### src/vic_pkg.sv
package vic_pkg;

  // ====================================================================
  // Widths that carry a meaning
  // ====================================================================

  // Bus cycle index within one raster line
  typedef logic [5:0]  raster_x_t;
  // Raster line number within one frame
  typedef logic [8:0]  raster_y_t;
  // Clock phase within one bus cycle
  typedef logic [2:0]  phase_t;
  typedef logic [5:0]  reg_addr_t;
  typedef logic [7:0]  cpu_data_t;
  typedef logic [13:0] vram_addr_t;
  // Colour nibble in bits 11:8, screen code in bits 7:0
  typedef logic [11:0] vdata_t;
  typedef logic [3:0]  color_t;

  // ====================================================================
  // Frame geometry
  // ====================================================================

  localparam int CLKS_PER_CYCLE  = 8;
  localparam int CYCLES_PER_LINE = 63;
  localparam int LINES_PER_FRAME = 312;
  // Screen codes fetched on every bad line
  localparam int MATRIX_COLS     = 40;

  localparam raster_y_t FIRST_DMA_LINE = 9'd48;
  localparam raster_y_t LAST_DMA_LINE  = 9'd247;

  // BA drops three cycles ahead of the first stolen cycle
  localparam raster_x_t BA_CYCLE    = 6'd12;
  localparam raster_x_t FETCH_FIRST = 6'd15;
  localparam raster_x_t FETCH_LAST  = 6'd54;

  localparam raster_x_t WIN_X_FIRST = 6'd16;
  localparam raster_x_t WIN_X_LAST  = 6'd55;
  localparam raster_y_t WIN_Y_FIRST = 9'd51;
  localparam raster_y_t WIN_Y_LAST  = 9'd250;

  localparam raster_x_t HSYNC_CYCLE_FIRST = 6'd0;
  localparam raster_x_t HSYNC_CYCLE_LAST  = 6'd4;
  localparam raster_y_t VSYNC_LINE_FIRST  = 9'd0;
  localparam raster_y_t VSYNC_LINE_LAST   = 9'd2;

  // ====================================================================
  // Register map
  // ====================================================================

  localparam reg_addr_t REG_CTRL1  = 6'h11;
  localparam reg_addr_t REG_RASTER = 6'h12;
  localparam reg_addr_t REG_MEMPTR = 6'h18;
  localparam reg_addr_t REG_IRQ    = 6'h19;
  localparam reg_addr_t REG_IRQ_EN = 6'h1A;
  localparam reg_addr_t REG_BORDER = 6'h20;
  localparam reg_addr_t REG_BG0    = 6'h21;

  // Bad-line DMA sequencer
  typedef enum logic [1:0] {
    IDLE    = 2'd0,
    BA_WAIT = 2'd1,
    FETCH   = 2'd2,
    DONE    = 2'd3
  } dma_state_t;

endpackage

### src/vic_raster_if.sv
`timescale 1ns/1ps

interface vic_raster_if;
  import vic_pkg::*;

  // Timing from the raster timer
  phase_t    phase;
  logic      phi02;
  logic      cycle_end;
  raster_x_t raster_x;
  raster_y_t raster_y;

  // Decoded register fields
  logic       den;
  logic [2:0] yscroll;
  // Video matrix base in 1 KB units
  logic [3:0] vm_base;
  // Character base in 2 KB units
  logic [2:0] cb_base;
  color_t     border_color;
  color_t     bg_color;

  // Set for the whole of a line that steals the bus
  logic bad_line;

  modport timer (output phase, phi02, cycle_end, raster_x, raster_y);

  modport regs (input phase, phi02, cycle_end, raster_x, raster_y,
                output den, yscroll, vm_base, cb_base, border_color, bg_color);

  modport dma (input phase, phi02, cycle_end, raster_x, raster_y,
               input den, yscroll, vm_base, cb_base, border_color, bg_color,
               output bad_line);

  modport pix (input phase, phi02, cycle_end, raster_x, raster_y,
               input den, yscroll, vm_base, cb_base, border_color, bg_color,
               input bad_line);

endinterface

### src/vic_raster_timer.sv
`timescale 1ns/1ps

module vic_raster_timer (
  input  logic               clk,
  input  logic               rst,
  input  vic_pkg::raster_y_t raster_compare,
  output logic               hsync,
  output logic               vsync,
  output logic               raster_hit,
  vic_raster_if.timer        rif
);
  import vic_pkg::*;

  logic      line_end;
  raster_x_t x_next;
  raster_y_t y_next;

  // ====================================================================
  // Bus cycle phasing
  // ====================================================================

  // The CPU owns the bus while phi02 is high, in phases 4 to 7
  assign rif.phi02     = rif.phase >= phase_t'(CLKS_PER_CYCLE / 2);
  assign rif.cycle_end = rif.phase == phase_t'(CLKS_PER_CYCLE - 1);

  // Last clk of the last cycle in the line
  assign line_end = rif.cycle_end && (rif.raster_x == raster_x_t'(CYCLES_PER_LINE - 1));

  // Position that the counters hold in the next clk
  always_comb begin
    x_next = rif.raster_x;
    y_next = rif.raster_y;
    if (line_end) begin
      x_next = '0;
      if (rif.raster_y == raster_y_t'(LINES_PER_FRAME - 1))
        y_next = '0;
      else
        y_next = rif.raster_y + 9'd1;
    end else if (rif.cycle_end) begin
      x_next = rif.raster_x + 6'd1;
    end
  end

  // ====================================================================
  // Counters and syncs
  // ====================================================================

  always_ff @(posedge clk) begin
    if (rst) begin
      rif.phase    <= '0;
      rif.raster_x <= '0;
      rif.raster_y <= '0;
      hsync        <= 1'b0;
      vsync        <= 1'b0;
    end else begin
      rif.phase    <= rif.phase + 3'd1;
      rif.raster_x <= x_next;
      rif.raster_y <= y_next;
      // Syncs come from the next position so they line up with the counters
      hsync <= x_next inside {[HSYNC_CYCLE_FIRST:HSYNC_CYCLE_LAST]};
      vsync <= y_next inside {[VSYNC_LINE_FIRST:VSYNC_LINE_LAST]};
    end
  end

  // Pulses on the edge where the line number steps onto the compare value
  assign raster_hit = line_end && (y_next == raster_compare);

  // The cycle counter wraps after cycle 62 and never runs past it
  a_x_in_line: assert property (@(posedge clk) disable iff (rst)
    rif.raster_x <= raster_x_t'(CYCLES_PER_LINE - 1));

endmodule

### src/vic_reg_file.sv
`timescale 1ns/1ps

module vic_reg_file (
  input  logic               clk,
  input  logic               rst,
  input  logic               cs_n,
  input  logic               rw,
  input  vic_pkg::reg_addr_t addr,
  input  vic_pkg::cpu_data_t data_in,
  input  logic               raster_hit,
  output vic_pkg::cpu_data_t data_out,
  output logic               data_oe,
  output logic               irq_n,
  output vic_pkg::raster_y_t raster_compare,
  vic_raster_if.regs         rif
);
  import vic_pkg::*;

  cpu_data_t ctrl1;
  cpu_data_t raster_lo;
  cpu_data_t memptr;
  color_t    border_color;
  color_t    bg_color;
  logic      irq_status;
  logic      irq_en;
  logic      irq_pending;
  logic      irq_clear;
  logic      access;
  logic      wr_strobe;

  // ====================================================================
  // Bus decode
  // ====================================================================

  // An access only counts while phi02 is high
  assign access    = !cs_n && rif.phi02;
  // Writes land on the last phase so the CPU data has settled
  assign wr_strobe = access && !rw && (rif.phase == phase_t'(CLKS_PER_CYCLE - 1));
  assign data_oe   = access && rw;

  assign irq_pending = irq_status && irq_en;
  // Writing 1 to bit 0 of the status register drops the raster flag
  assign irq_clear   = wr_strobe && (addr == REG_IRQ) && data_in[0];

  always_ff @(posedge clk) begin
    if (rst) begin
      ctrl1        <= '0;
      raster_lo    <= '0;
      memptr       <= '0;
      border_color <= '0;
      bg_color     <= '0;
      irq_en       <= 1'b0;
      irq_status   <= 1'b0;
      irq_n        <= 1'b1;
    end else begin
      if (wr_strobe) begin
        case (addr)
          REG_CTRL1:  ctrl1        <= data_in;
          REG_RASTER: raster_lo    <= data_in;
          REG_MEMPTR: memptr       <= data_in;
          REG_IRQ_EN: irq_en       <= data_in[0];
          REG_BORDER: border_color <= data_in[3:0];
          REG_BG0:    bg_color     <= data_in[3:0];
          default: ;
        endcase
      end
      // A new hit beats a clear that arrives in the same clk
      if (raster_hit)
        irq_status <= 1'b1;
      else if (irq_clear)
        irq_status <= 1'b0;
      // The line lets go on the same edge that a clear takes effect
      irq_n <= !(irq_pending && (raster_hit || !irq_clear));
    end
  end

  // ====================================================================
  // Read mux
  // ====================================================================

  always_comb begin
    case (addr)
      REG_CTRL1:  data_out = ctrl1;
      // Raster reads see the live line, not the compare value
      REG_RASTER: data_out = rif.raster_y[7:0];
      REG_MEMPTR: data_out = memptr;
      REG_IRQ:    data_out = {irq_pending, 6'b000000, irq_status};
      REG_IRQ_EN: data_out = {7'b0000000, irq_en};
      REG_BORDER: data_out = {4'b0000, border_color};
      REG_BG0:    data_out = {4'b0000, bg_color};
      default:    data_out = 8'hFF;
    endcase
  end

  // Fields used by the DMA and pixel blocks
  assign raster_compare   = {ctrl1[7], raster_lo};
  assign rif.den          = ctrl1[4];
  assign rif.yscroll      = ctrl1[2:0];
  assign rif.vm_base      = memptr[7:4];
  assign rif.cb_base      = memptr[3:1];
  assign rif.border_color = border_color;
  assign rif.bg_color     = bg_color;

  // The interrupt line is only low while the status bit is set
  a_irq_source: assert property (@(posedge clk) disable iff (rst)
    !irq_n |-> irq_status);

endmodule

### src/vic_dma_ctrl.sv
`timescale 1ns/1ps

module vic_dma_ctrl (
  input  logic                clk,
  input  logic                rst,
  input  vic_pkg::vdata_t     data_bus,
  output logic                ba,
  output logic                aec,
  output vic_pkg::vram_addr_t ram_addr,
  output vic_pkg::vdata_t     fetch_code,
  output vic_pkg::cpu_data_t  char_bits,
  output logic                char_valid,
  vic_raster_if.dma           rif
);
  import vic_pkg::*;

  dma_state_t state;
  logic       den_seen;
  logic [4:0] vm_row;
  logic [2:0] rc;
  vdata_t     line_buf [MATRIX_COLS];
  logic       line_end;
  logic       in_dma_lines;
  logic       in_window;
  logic       g_capture;
  raster_x_t  m_col;
  raster_x_t  g_col;
  vdata_t     g_entry;
  logic [9:0] vm_off;

  // ====================================================================
  // Bad line detection and bus sequencing
  // ====================================================================

  assign line_end     = rif.cycle_end && (rif.raster_x == raster_x_t'(CYCLES_PER_LINE - 1));
  assign in_dma_lines = (rif.raster_y >= FIRST_DMA_LINE) && (rif.raster_y <= LAST_DMA_LINE);

  // DEN only counts if it was seen somewhere in line 48 of this frame
  assign rif.bad_line = in_dma_lines && (rif.raster_y[2:0] == rif.yscroll) &&
                        (den_seen || ((rif.raster_y == FIRST_DMA_LINE) && rif.den));

  always_ff @(posedge clk) begin
    if (rst) begin
      state    <= IDLE;
      den_seen <= 1'b0;
      vm_row   <= '0;
      rc       <= '0;
    end else begin
      if (rif.raster_y == '0) begin
        den_seen <= 1'b0;
        vm_row   <= '0;
      end else if ((rif.raster_y == FIRST_DMA_LINE) && rif.den) begin
        den_seen <= 1'b1;
      end
      // Row counter steps every line and restarts on each bad line
      if (line_end)
        rc <= rc + 3'd1;
      if (rif.cycle_end) begin
        case (state)
          IDLE:
            if ((rif.raster_x == raster_x_t'(BA_CYCLE - 1)) && rif.bad_line)
              state <= BA_WAIT;
          BA_WAIT:
            if (rif.raster_x == raster_x_t'(FETCH_FIRST - 1)) begin
              state <= FETCH;
              rc    <= '0;
            end
          FETCH:
            if (rif.raster_x == FETCH_LAST) begin
              state  <= DONE;
              vm_row <= vm_row + 5'd1;
            end
          // Hold off until the line ends so one line never fetches twice
          DONE:
            if (line_end)
              state <= IDLE;
          default: state <= IDLE;
        endcase
      end
    end
  end

  assign ba  = !((state == BA_WAIT) || (state == FETCH));
  // The bus is only taken in the CPU half of each fetch cycle
  assign aec = !((state == FETCH) && rif.phi02);

  // ====================================================================
  // Address generation and capture
  // ====================================================================

  assign m_col  = rif.raster_x - FETCH_FIRST;
  assign vm_off = 10'(vm_row * MATRIX_COLS) + 10'(m_col);

  assign in_window = rif.den &&
                     (rif.raster_x >= WIN_X_FIRST) && (rif.raster_x <= WIN_X_LAST) &&
                     (rif.raster_y >= WIN_Y_FIRST) && (rif.raster_y <= WIN_Y_LAST);

  // Character fetch in window cycle c reads the code stored for column c-16
  assign g_col   = rif.raster_x - WIN_X_FIRST;
  assign g_entry = (g_col < raster_x_t'(MATRIX_COLS)) ? line_buf[g_col] : '0;

  assign ram_addr = rif.phi02 ? {rif.vm_base, vm_off} : {rif.cb_base, g_entry[7:0], rc};

  assign g_capture = in_window && (rif.phase == phase_t'(CLKS_PER_CYCLE / 2 - 1));

  // Screen codes land at the end of each stolen cycle
  always_ff @(posedge clk) begin
    if ((state == FETCH) && rif.cycle_end)
      line_buf[m_col] <= data_bus;
  end

  always_ff @(posedge clk) begin
    if (g_capture) begin
      char_bits  <= data_bus[7:0];
      fetch_code <= g_entry;
    end
  end

  always_ff @(posedge clk) begin
    if (rst)
      char_valid <= 1'b0;
    else
      char_valid <= g_capture;
  end

  // The CPU gets at least three cycles of warning before AEC is pulled
  a_ba_lead: assert property (@(posedge clk) disable iff (rst)
    !aec |-> !ba && $past(!ba, 3 * CLKS_PER_CYCLE));

endmodule

### src/vic_pixel_gen.sv
`timescale 1ns/1ps

module vic_pixel_gen (
  input  logic               clk,
  input  logic               rst,
  input  vic_pkg::vdata_t    fetch_code,
  input  vic_pkg::cpu_data_t char_bits,
  input  logic               char_valid,
  output vic_pkg::color_t    pixel_color,
  output logic               display_active,
  vic_raster_if.pix          rif
);
  import vic_pkg::*;

  cpu_data_t pend_bits;
  color_t    pend_color;
  logic      pend_valid;
  cpu_data_t shifter;
  color_t    fg_color;
  logic      in_window;
  logic      win_q;

  assign in_window = rif.den &&
                     (rif.raster_x >= WIN_X_FIRST) && (rif.raster_x <= WIN_X_LAST) &&
                     (rif.raster_y >= WIN_Y_FIRST) && (rif.raster_y <= WIN_Y_LAST);

  // ====================================================================
  // Staging of the fetched character
  // ====================================================================

  // The char row arrives mid-cycle and waits here for the next phase 0
  always_ff @(posedge clk) begin
    if (rst)
      pend_valid <= 1'b0;
    else if (rif.cycle_end)
      pend_valid <= 1'b0;
    else if (char_valid)
      pend_valid <= 1'b1;
  end

  always_ff @(posedge clk) begin
    if (char_valid) begin
      pend_bits  <= char_bits;
      pend_color <= fetch_code[11:8];
    end
  end

  // ====================================================================
  // Shifter and border
  // ====================================================================

  // Window flag trails the fetch by one bus cycle like the pixel data
  always_ff @(posedge clk) begin
    if (rst)
      win_q <= 1'b0;
    else if (rif.cycle_end)
      win_q <= in_window && pend_valid;
  end

  // Loaded so the first pixel shows in phase 0, then MSB first
  always_ff @(posedge clk) begin
    if (rif.cycle_end) begin
      shifter  <= pend_bits;
      fg_color <= pend_color;
    end else begin
      shifter <= {shifter[6:0], 1'b0};
    end
  end

  assign display_active = win_q;
  assign pixel_color    = !win_q     ? rif.border_color :
                          shifter[7] ? fg_color : rif.bg_color;

endmodule

### src/vic_top.sv
`timescale 1ns/1ps

module vic_top (
  input  logic                clk,
  input  logic                rst,
  input  logic                cs_n,
  input  logic                rw,
  input  vic_pkg::reg_addr_t  addr,
  input  vic_pkg::cpu_data_t  data_in,
  input  vic_pkg::vdata_t     data_bus,
  output logic                phi02,
  output logic                ba,
  output logic                aec,
  output logic                irq_n,
  output vic_pkg::cpu_data_t  data_out,
  output logic                data_oe,
  output vic_pkg::vram_addr_t ram_addr,
  output logic                hsync,
  output logic                vsync,
  output vic_pkg::color_t     pixel_color
);
  import vic_pkg::*;

  raster_y_t raster_compare;
  logic      raster_hit;
  vdata_t    fetch_code;
  cpu_data_t char_bits;
  logic      char_valid;

  // Shared timing and register fields
  vic_raster_if rif ();

  assign phi02 = rif.phi02;

  vic_raster_timer u_timer (
    .clk            (clk),
    .rst            (rst),
    .raster_compare (raster_compare),
    .hsync          (hsync),
    .vsync          (vsync),
    .raster_hit     (raster_hit),
    .rif            (rif.timer)
  );

  vic_reg_file u_regs (
    .clk            (clk),
    .rst            (rst),
    .cs_n           (cs_n),
    .rw             (rw),
    .addr           (addr),
    .data_in        (data_in),
    .raster_hit     (raster_hit),
    .data_out       (data_out),
    .data_oe        (data_oe),
    .irq_n          (irq_n),
    .raster_compare (raster_compare),
    .rif            (rif.regs)
  );

  vic_dma_ctrl u_dma (
    .clk        (clk),
    .rst        (rst),
    .data_bus   (data_bus),
    .ba         (ba),
    .aec        (aec),
    .ram_addr   (ram_addr),
    .fetch_code (fetch_code),
    .char_bits  (char_bits),
    .char_valid (char_valid),
    .rif        (rif.dma)
  );

  vic_pixel_gen u_pix (
    .clk            (clk),
    .rst            (rst),
    .fetch_code     (fetch_code),
    .char_bits      (char_bits),
    .char_valid     (char_valid),
    .pixel_color    (pixel_color),
    .display_active (),
    .rif            (rif.pix)
  );

endmodule

### config.mk
export PLATFORM = sky130hd
export DESIGN_NAME = vic_top
export DESIGN_NICKNAME = d
export VERILOG_FILES = /design/src/vic_pkg.sv /design/src/vic_raster_if.sv /design/src/vic_raster_timer.sv /design/src/vic_reg_file.sv /design/src/vic_dma_ctrl.sv /design/src/vic_pixel_gen.sv /design/src/vic_top.sv
export SDC_FILE = /design/constraint.sdc
export NUM_CORES = 1
export LEC_CHECK = 0
export ABC_AREA = 1
export BUFFER_PORTS_ARGS = -buffer_cell sky130_fd_sc_hd__clkbuf_2
export CAP_MARGIN = 20
export CORE_MARGIN = 5
export CORE_UTILIZATION = 48
export CTS_CLUSTER_DIAMETER = 50
export DETAILED_ROUTE_END_ITERATION = 8
export GPL_TIMING_DRIVEN = 0
export SYNTH_ARGS = -nofsm -noshare
export SYNTH_HDL_FRONTEND = slang
export SYNTH_HIERARCHICAL = 1
export SYNTH_SLANG_ARGS = --single-unit
### constraint.sdc
create_clock -name clk -period 2.8 [get_ports clk]
set_input_delay 0.14 -clock clk [delete_from_list [all_inputs] [get_ports clk]]
set_output_delay 0.14 -clock clk [all_outputs]
set_load 0.01 [all_outputs]
* Word level (Yosys, flattened, before mapping)
Memory sizes are Yosys's and may differ from the RTL's. Cells that the tools add are included.
Storage, ports and cells: bits in registers 105, bits in writable memories 480, input bits 30, output and inout bits 33, logic and storage cells 146, memories kept 1
Cells by class: add/subtract/negate cells 8, multiply operators 1, order comparisons 12, equality and inequality tests 24, mux-type cells 27, reductions and logical operators 46
Memory list:
- u_dma.line_buf | depth 40, width 12, read ports 1, clocked after Yosys merged registers in 0, write ports 1, RTL line vic_dma_ctrl.sv:21 | vdata_t line_buf [MATRIX_COLS];
Operators with widths (count):
- case mux 8 bit (7 select lines) | 1
- == test 6 x 5 -> 1 bit, second input constant | 5
- logical AND 1 bit | 25
- == test 6 bit, second input constant | 4
- 2-to-1 mux 5 bit | 4
- >= comparator 9 x 6 -> 1 bit, second input constant | 2
- <= comparator 9 x 8 -> 1 bit, second input constant | 2
- 2-to-1 mux 9 bit | 2
- 2-to-1 mux 8 bit | 2
- 2-to-1 mux 14 bit | 1
- == test 6 x 4 -> 1 bit, second input constant | 2
- 2-to-1 mux 3 bit | 4
- 2-to-1 mux 6 bit | 2
- AND reduction 2 bit | 6
- adder 10 x 6 -> 10 bit | 1
- adder 9 x 1 -> 9 bit, second input constant | 1
- == test 9 x 6 -> 1 bit, second input constant | 1
- == test 9 bit | 1
- == test 9 bit, second input constant | 1
- >= comparator 9 x 1 -> 1 bit, second input constant | 1
- <= comparator 9 x 2 -> 1 bit, second input constant | 1
- logical NOT 9 bit | 1
- 2-to-1 mux 2 bit | 4
- 2-to-1 mux 4 bit | 2
- 27 further kinds | 42

* Logic depth before layout (Yosys ltp)
depth in word-level cells 10, depth in mapped cells 17, gate-level depth less buffers 17

* Hierarchy
Netlist, hierarchy kept.
Modules (own cells, without submodules):
- vic_dma_ctrl | instances 1, cells each 2029, area each 21949.8 sq um, seq. area each 15254.6 sq um
- vic_reg_file | instances 1, cells each 327, area each 2045.7 sq um, seq. area each 700.7 sq um
- vic_raster_timer | instances 1, cells each 209, area each 1280.0 sq um, seq. area each 400.4 sq um
- vic_pixel_gen | instances 1, cells each 100, area each 985.9 sq um, seq. area each 680.7 sq um

* Worst setup path before layout
Ideal clock, no wire load.
path kind register to output, start point register u_timer.rif.raster_x[1], end point output ram_addr[9], arrival time 2.532 ns, data required time 2.660 ns, slack 0.128 ns, cell stages (with the launch flop) 18, buffers on the path 2, path through dfxtp_1 -> inv_2 -> buf_2 -> buf_2 -> o31ai_1 -> nand2_1 -> inv_2 -> ha_1 -> inv_1 -> fa_1 -> nor2_1 -> nor2_1 -> nor2_1 -> nand2_1 -> nor2_1 -> xnor2_1 -> nand2_1 -> nand2_1
Between the ends: cells in the longest elaborated chain, start to end 4, elaborated cells on any way between the ends 7, classes of those cells 3 x add/sub; 1 x order compare; 2 x mux; 1 x memory
Ends and longest elaborated chain:
- start: declaration | RTL line vic_raster_if.sv:26 | modport timer (output phase, phi02, cycle_end, raster_x, raster_y);
- start signal: assignment | RTL line vic_raster_timer.sv:57 | rif.raster_x <= x_next;
- subtractor 6 x 5 -> 6 bit | RTL line vic_dma_ctrl.sv:99 | assign g_col = rif.raster_x - WIN_X_FIRST;
- memory (40 x 12 bit) / less-than comparator 6 bit (equally long branches)
- 2-to-1 mux 8 bit | RTL line vic_dma_ctrl.sv:100 | assign g_entry = (g_col < raster_x_t'(MATRIX_COLS)) ? line_buf[g_col] : '0;
- 2-to-1 mux 14 bit (*) | RTL line vic_dma_ctrl.sv:102 | assign ram_addr = rif.phi02 ? {rif.vm_base, vm_off} : {rif.cb_base, g_entry[7:0], rc};
- end: declaration | RTL line vic_top.sv:17 | output vic_pkg::vram_addr_t ram_addr,
Mark *: on every way between the ends. The rest lies on a longest branch, timed or not.

* Worst setup path after layout
start point register u_timer.rif.raster_x[0], end point output ram_addr[9]
The elaborated chain is that of the path after synthesis.

==> run summary <==
Final number of hold-violating endpoints: 0. The critical path goes through inv_8 -> buf_8 -> buf_12 -> o31ai_4 -> nand2_2 -> inv_4 -> ha_4 -> inv_2 -> fa_2 -> nor2_4 -> nor2_2 -> nor2_1 -> nand2_1 -> nor2_1 -> xnor2_1 -> nand2_1 -> nand2_1 -> buf_2. Synthesis produced 2,648 cells. In the final layout, the multi-input gates occupy 8330 um^2. Across the routed clock network, the largest skew measured is 0.0233 ns. The logs give 3,433 for the cell count after placement and 1,897 for the detailed router's first-iteration violation count. Via count of the first global-routing pass: 18,800. CTS placed an instance of sky130_fd_sc_hd__clkbuf_16 at the clock tree root. Count of antenna-violating nets left after detailed routing: 0. The first global-routing pass estimated 119 mm of wire. The checks that failed: setup timing. The total area inside the core boundary comes to 53,700 um^2. The initial antenna violation count is 0. The logs give 69 for the number of failing setup endpoints in the final timing report and 0 for the post-route DRC violation count. The pin count of the biggest net entering global routing is 42. The fraction of final layout cells sized beyond drive strength 1 was 18.7%; the power density over the cells was 587 nW/um^2. The via density per instance came out at 5.49.

The leakage power of the design was 12.5 nW. Worst hold path class: input pin to flip-flop. The run gives 307 MHz as the maximum clock frequency. At the end of the flow, the number of nets in the layout was 2,952. The row count is 85, and the total half-perimeter wirelength after legalization and detailed placement is 53.6 mm.

STA classifies the critical path startpoint as a flip-flop. The clock drives 585 sinks. The highest cell delay on the worst timing path was 0.41 ns. The max-cap violation count was 0; the combined flip-flop and latch cell area was 16,800 um^2. Headroom to the max-slew limit came out at 27.1%. The minimum clock period is 3.25 ns, and the area of all placed cells without fillers is 31,800 um^2. The worst setup path is of the flip-flop to primary output kind.

OpenSTA, run right after detailed placement, puts the worst setup slack at -0.773 ns. The worst path required time was 2.66 ns. Worst setup margin: -0.454 ns. Counting along the longest clock path gives a buffer depth of 3. Leaving out fill and tap cells, the most frequent cell in the layout is sky130_fd_sc_hd__nand2_1.

The tools report the worst-case vdd ir drop as 531 uV. The critical register-to-register path startpoint is u_timer/rif.raster_x[1]. The number of nets in the synthesized netlist is 2,707. For this block, the routed nets add up to 81.2 mm of wire. The y dimension of the die came out at 243 um. Clock tree synthesis inserted a total of 69 buffers. The later pin in the worst-skew pair is clocked with a latency of 0.61 ns. TritonCTS built the clock tree. The final critical path takes up 116% of the cycle. The run finished, with violations left.

The number of H-tree branching levels is 3. The mapped netlist covers 26,000 um^2. For the pin with the worst max-slew slack, the measured transition is 1.09 ns.

63 I/O pins were placed. The Yosys step of the flow raised 6 warnings. The clock edge transition at the registers on the reported setup and hold paths was 0.06 ns; the area growth from synthesis to final layout was 22.2%.

The aggregate global routing overflow is 0. The initial standard-cell utilization of the core is 48.4%, and the final setup TNS is -8.14 ns. The mean cell area of the mapped netlist was 9.81 um^2; the post-place instance area was 27,500 um^2. The number of antenna diodes in the final layout is 0. The most critical setup path has its startpoint at u_timer/rif.raster_x[0]. The first detailed-routing pass ran for 8 iterations. The end-of-flow core utilization is 59.1%. The die covers 58,900 um^2.

The run gives 0 as the number of pins with negative max-slew slack in the final report. Data arrival time of the critical path: 3.11 ns. STA classifies the critical path endpoint as a primary output. On the final layout, the worst hold slack is 0.0648 ns. The tools report the worst min-delay path startpoint as rw. The tools report the number of filler instances in the final layout as 4,385. Power comes to 18.6 mW. Setup repair after global routing could not meet its margin everywhere. The most numerous cell type found on the critical path is sky130_fd_sc_hd__nand2_1. The logs give 26.9% for the total routing resource utilization after global routing and 3,643 for the number of standard cells in the final layout excluding fillers. The library cells used most frequently in the layout, excluding fill and tap cells, are 688 x sky130_fd_sc_hd__nand2_1, 508 x sky130_fd_sc_hd__edfxtp_1, 366 x sky130_fd_sc_hd__nor2_1.

The number of port buffers is 62. For this block, the via count after detailed routing is 20,000. The maximum fanout along the worst path was 3; the detailed-route wire length per cell was 22.3 um.

On the critical path, the stage with the largest delay is an instance of sky130_fd_sc_hd__dfxtp_4. From left edge to right edge, the die measures 243 um. At the end of routability-driven placement, the weighted congestion stood at 0.955.
-- layer usage --
| layer | up-vias | global-route usage [%] | wire (um) |
|---|---|---|---|
| met5 | - | 0 | 0 |
| met4 | 0 | 10.0 | 3020 |
| met3 | 167 | 4.83 | 6730 |
| met2 | 901 | 43.3 | 38000 |
| met1 | 9642 | 37.0 | 33400 |
| li1 | 9272 | - | - |
-- layout make-up --
type	instances	share of cell area, %
repair buffers	175	5.17
flip-flops and latches	585	52.9
multi-input cells	1704	26.2
plain buffers	120	3.01
inverters	238	2.91
clock buffers	88	5.83
well taps	696	2.74
clock inverters	37	1.15
-- timing repair --
item / in CTS / in global routing
cloned: 2 / 0
hold endpoints to repair: 37 / 8
hold buffers: 9 / 1
setup endpoints to repair: 510 / 188
setup buffers: 61 / 12
resized for setup: 286 / 51
pin swaps: 63 / 27
-- critical path: cells and delay by family, from the launching register on --
kind	cells	cell delay [ns]
DFF	1	0.41
adders and majority gates	2	0.49
buffers and inverters	6	0.56
xor gates and xnor gates	1	0.13
and+or+nand+nor	8	0.71
AOI/OAI and AO/OA	1	0.22
-- path summary, 6_finish.rpt --
| check | endpoint | slack (ns) | cells past startpoint |
|---|---|---|---|
| max reg2reg | u_dma/line_buf[35][4] | -0.19 | 9 |
| min reg2reg | u_pix/pend_color[0] | 0.42 | 0 |
| min | u_regs/irq_n | 0.06 | 6 |
| max | ram_addr[9] | -0.45 | 18 |
-- power by group --
part	internal (mW)	total [mW]	switching [mW]
sequential	9.47	9.47	0.00840
clock	5.12	8.73	3.61
combinational	0.105	0.428	0.322
-- flip-flops by register name, summed over array words and instances, names as in the netlist, 5 cells and up --
signal,count
u_dma/char_bits,8
u_regs/raster_lo,8
u_regs/ctrl1,8
u_timer/rif.raster_y,9
u_pix/pend_bits,8
u_dma/line_buf,480
u_regs/memptr,8
u_timer/rif.raster_x,6
u_dma/vm_row,5
u_pix/shifter,8
Note: power is estimated with default switching activity, not from simulation.
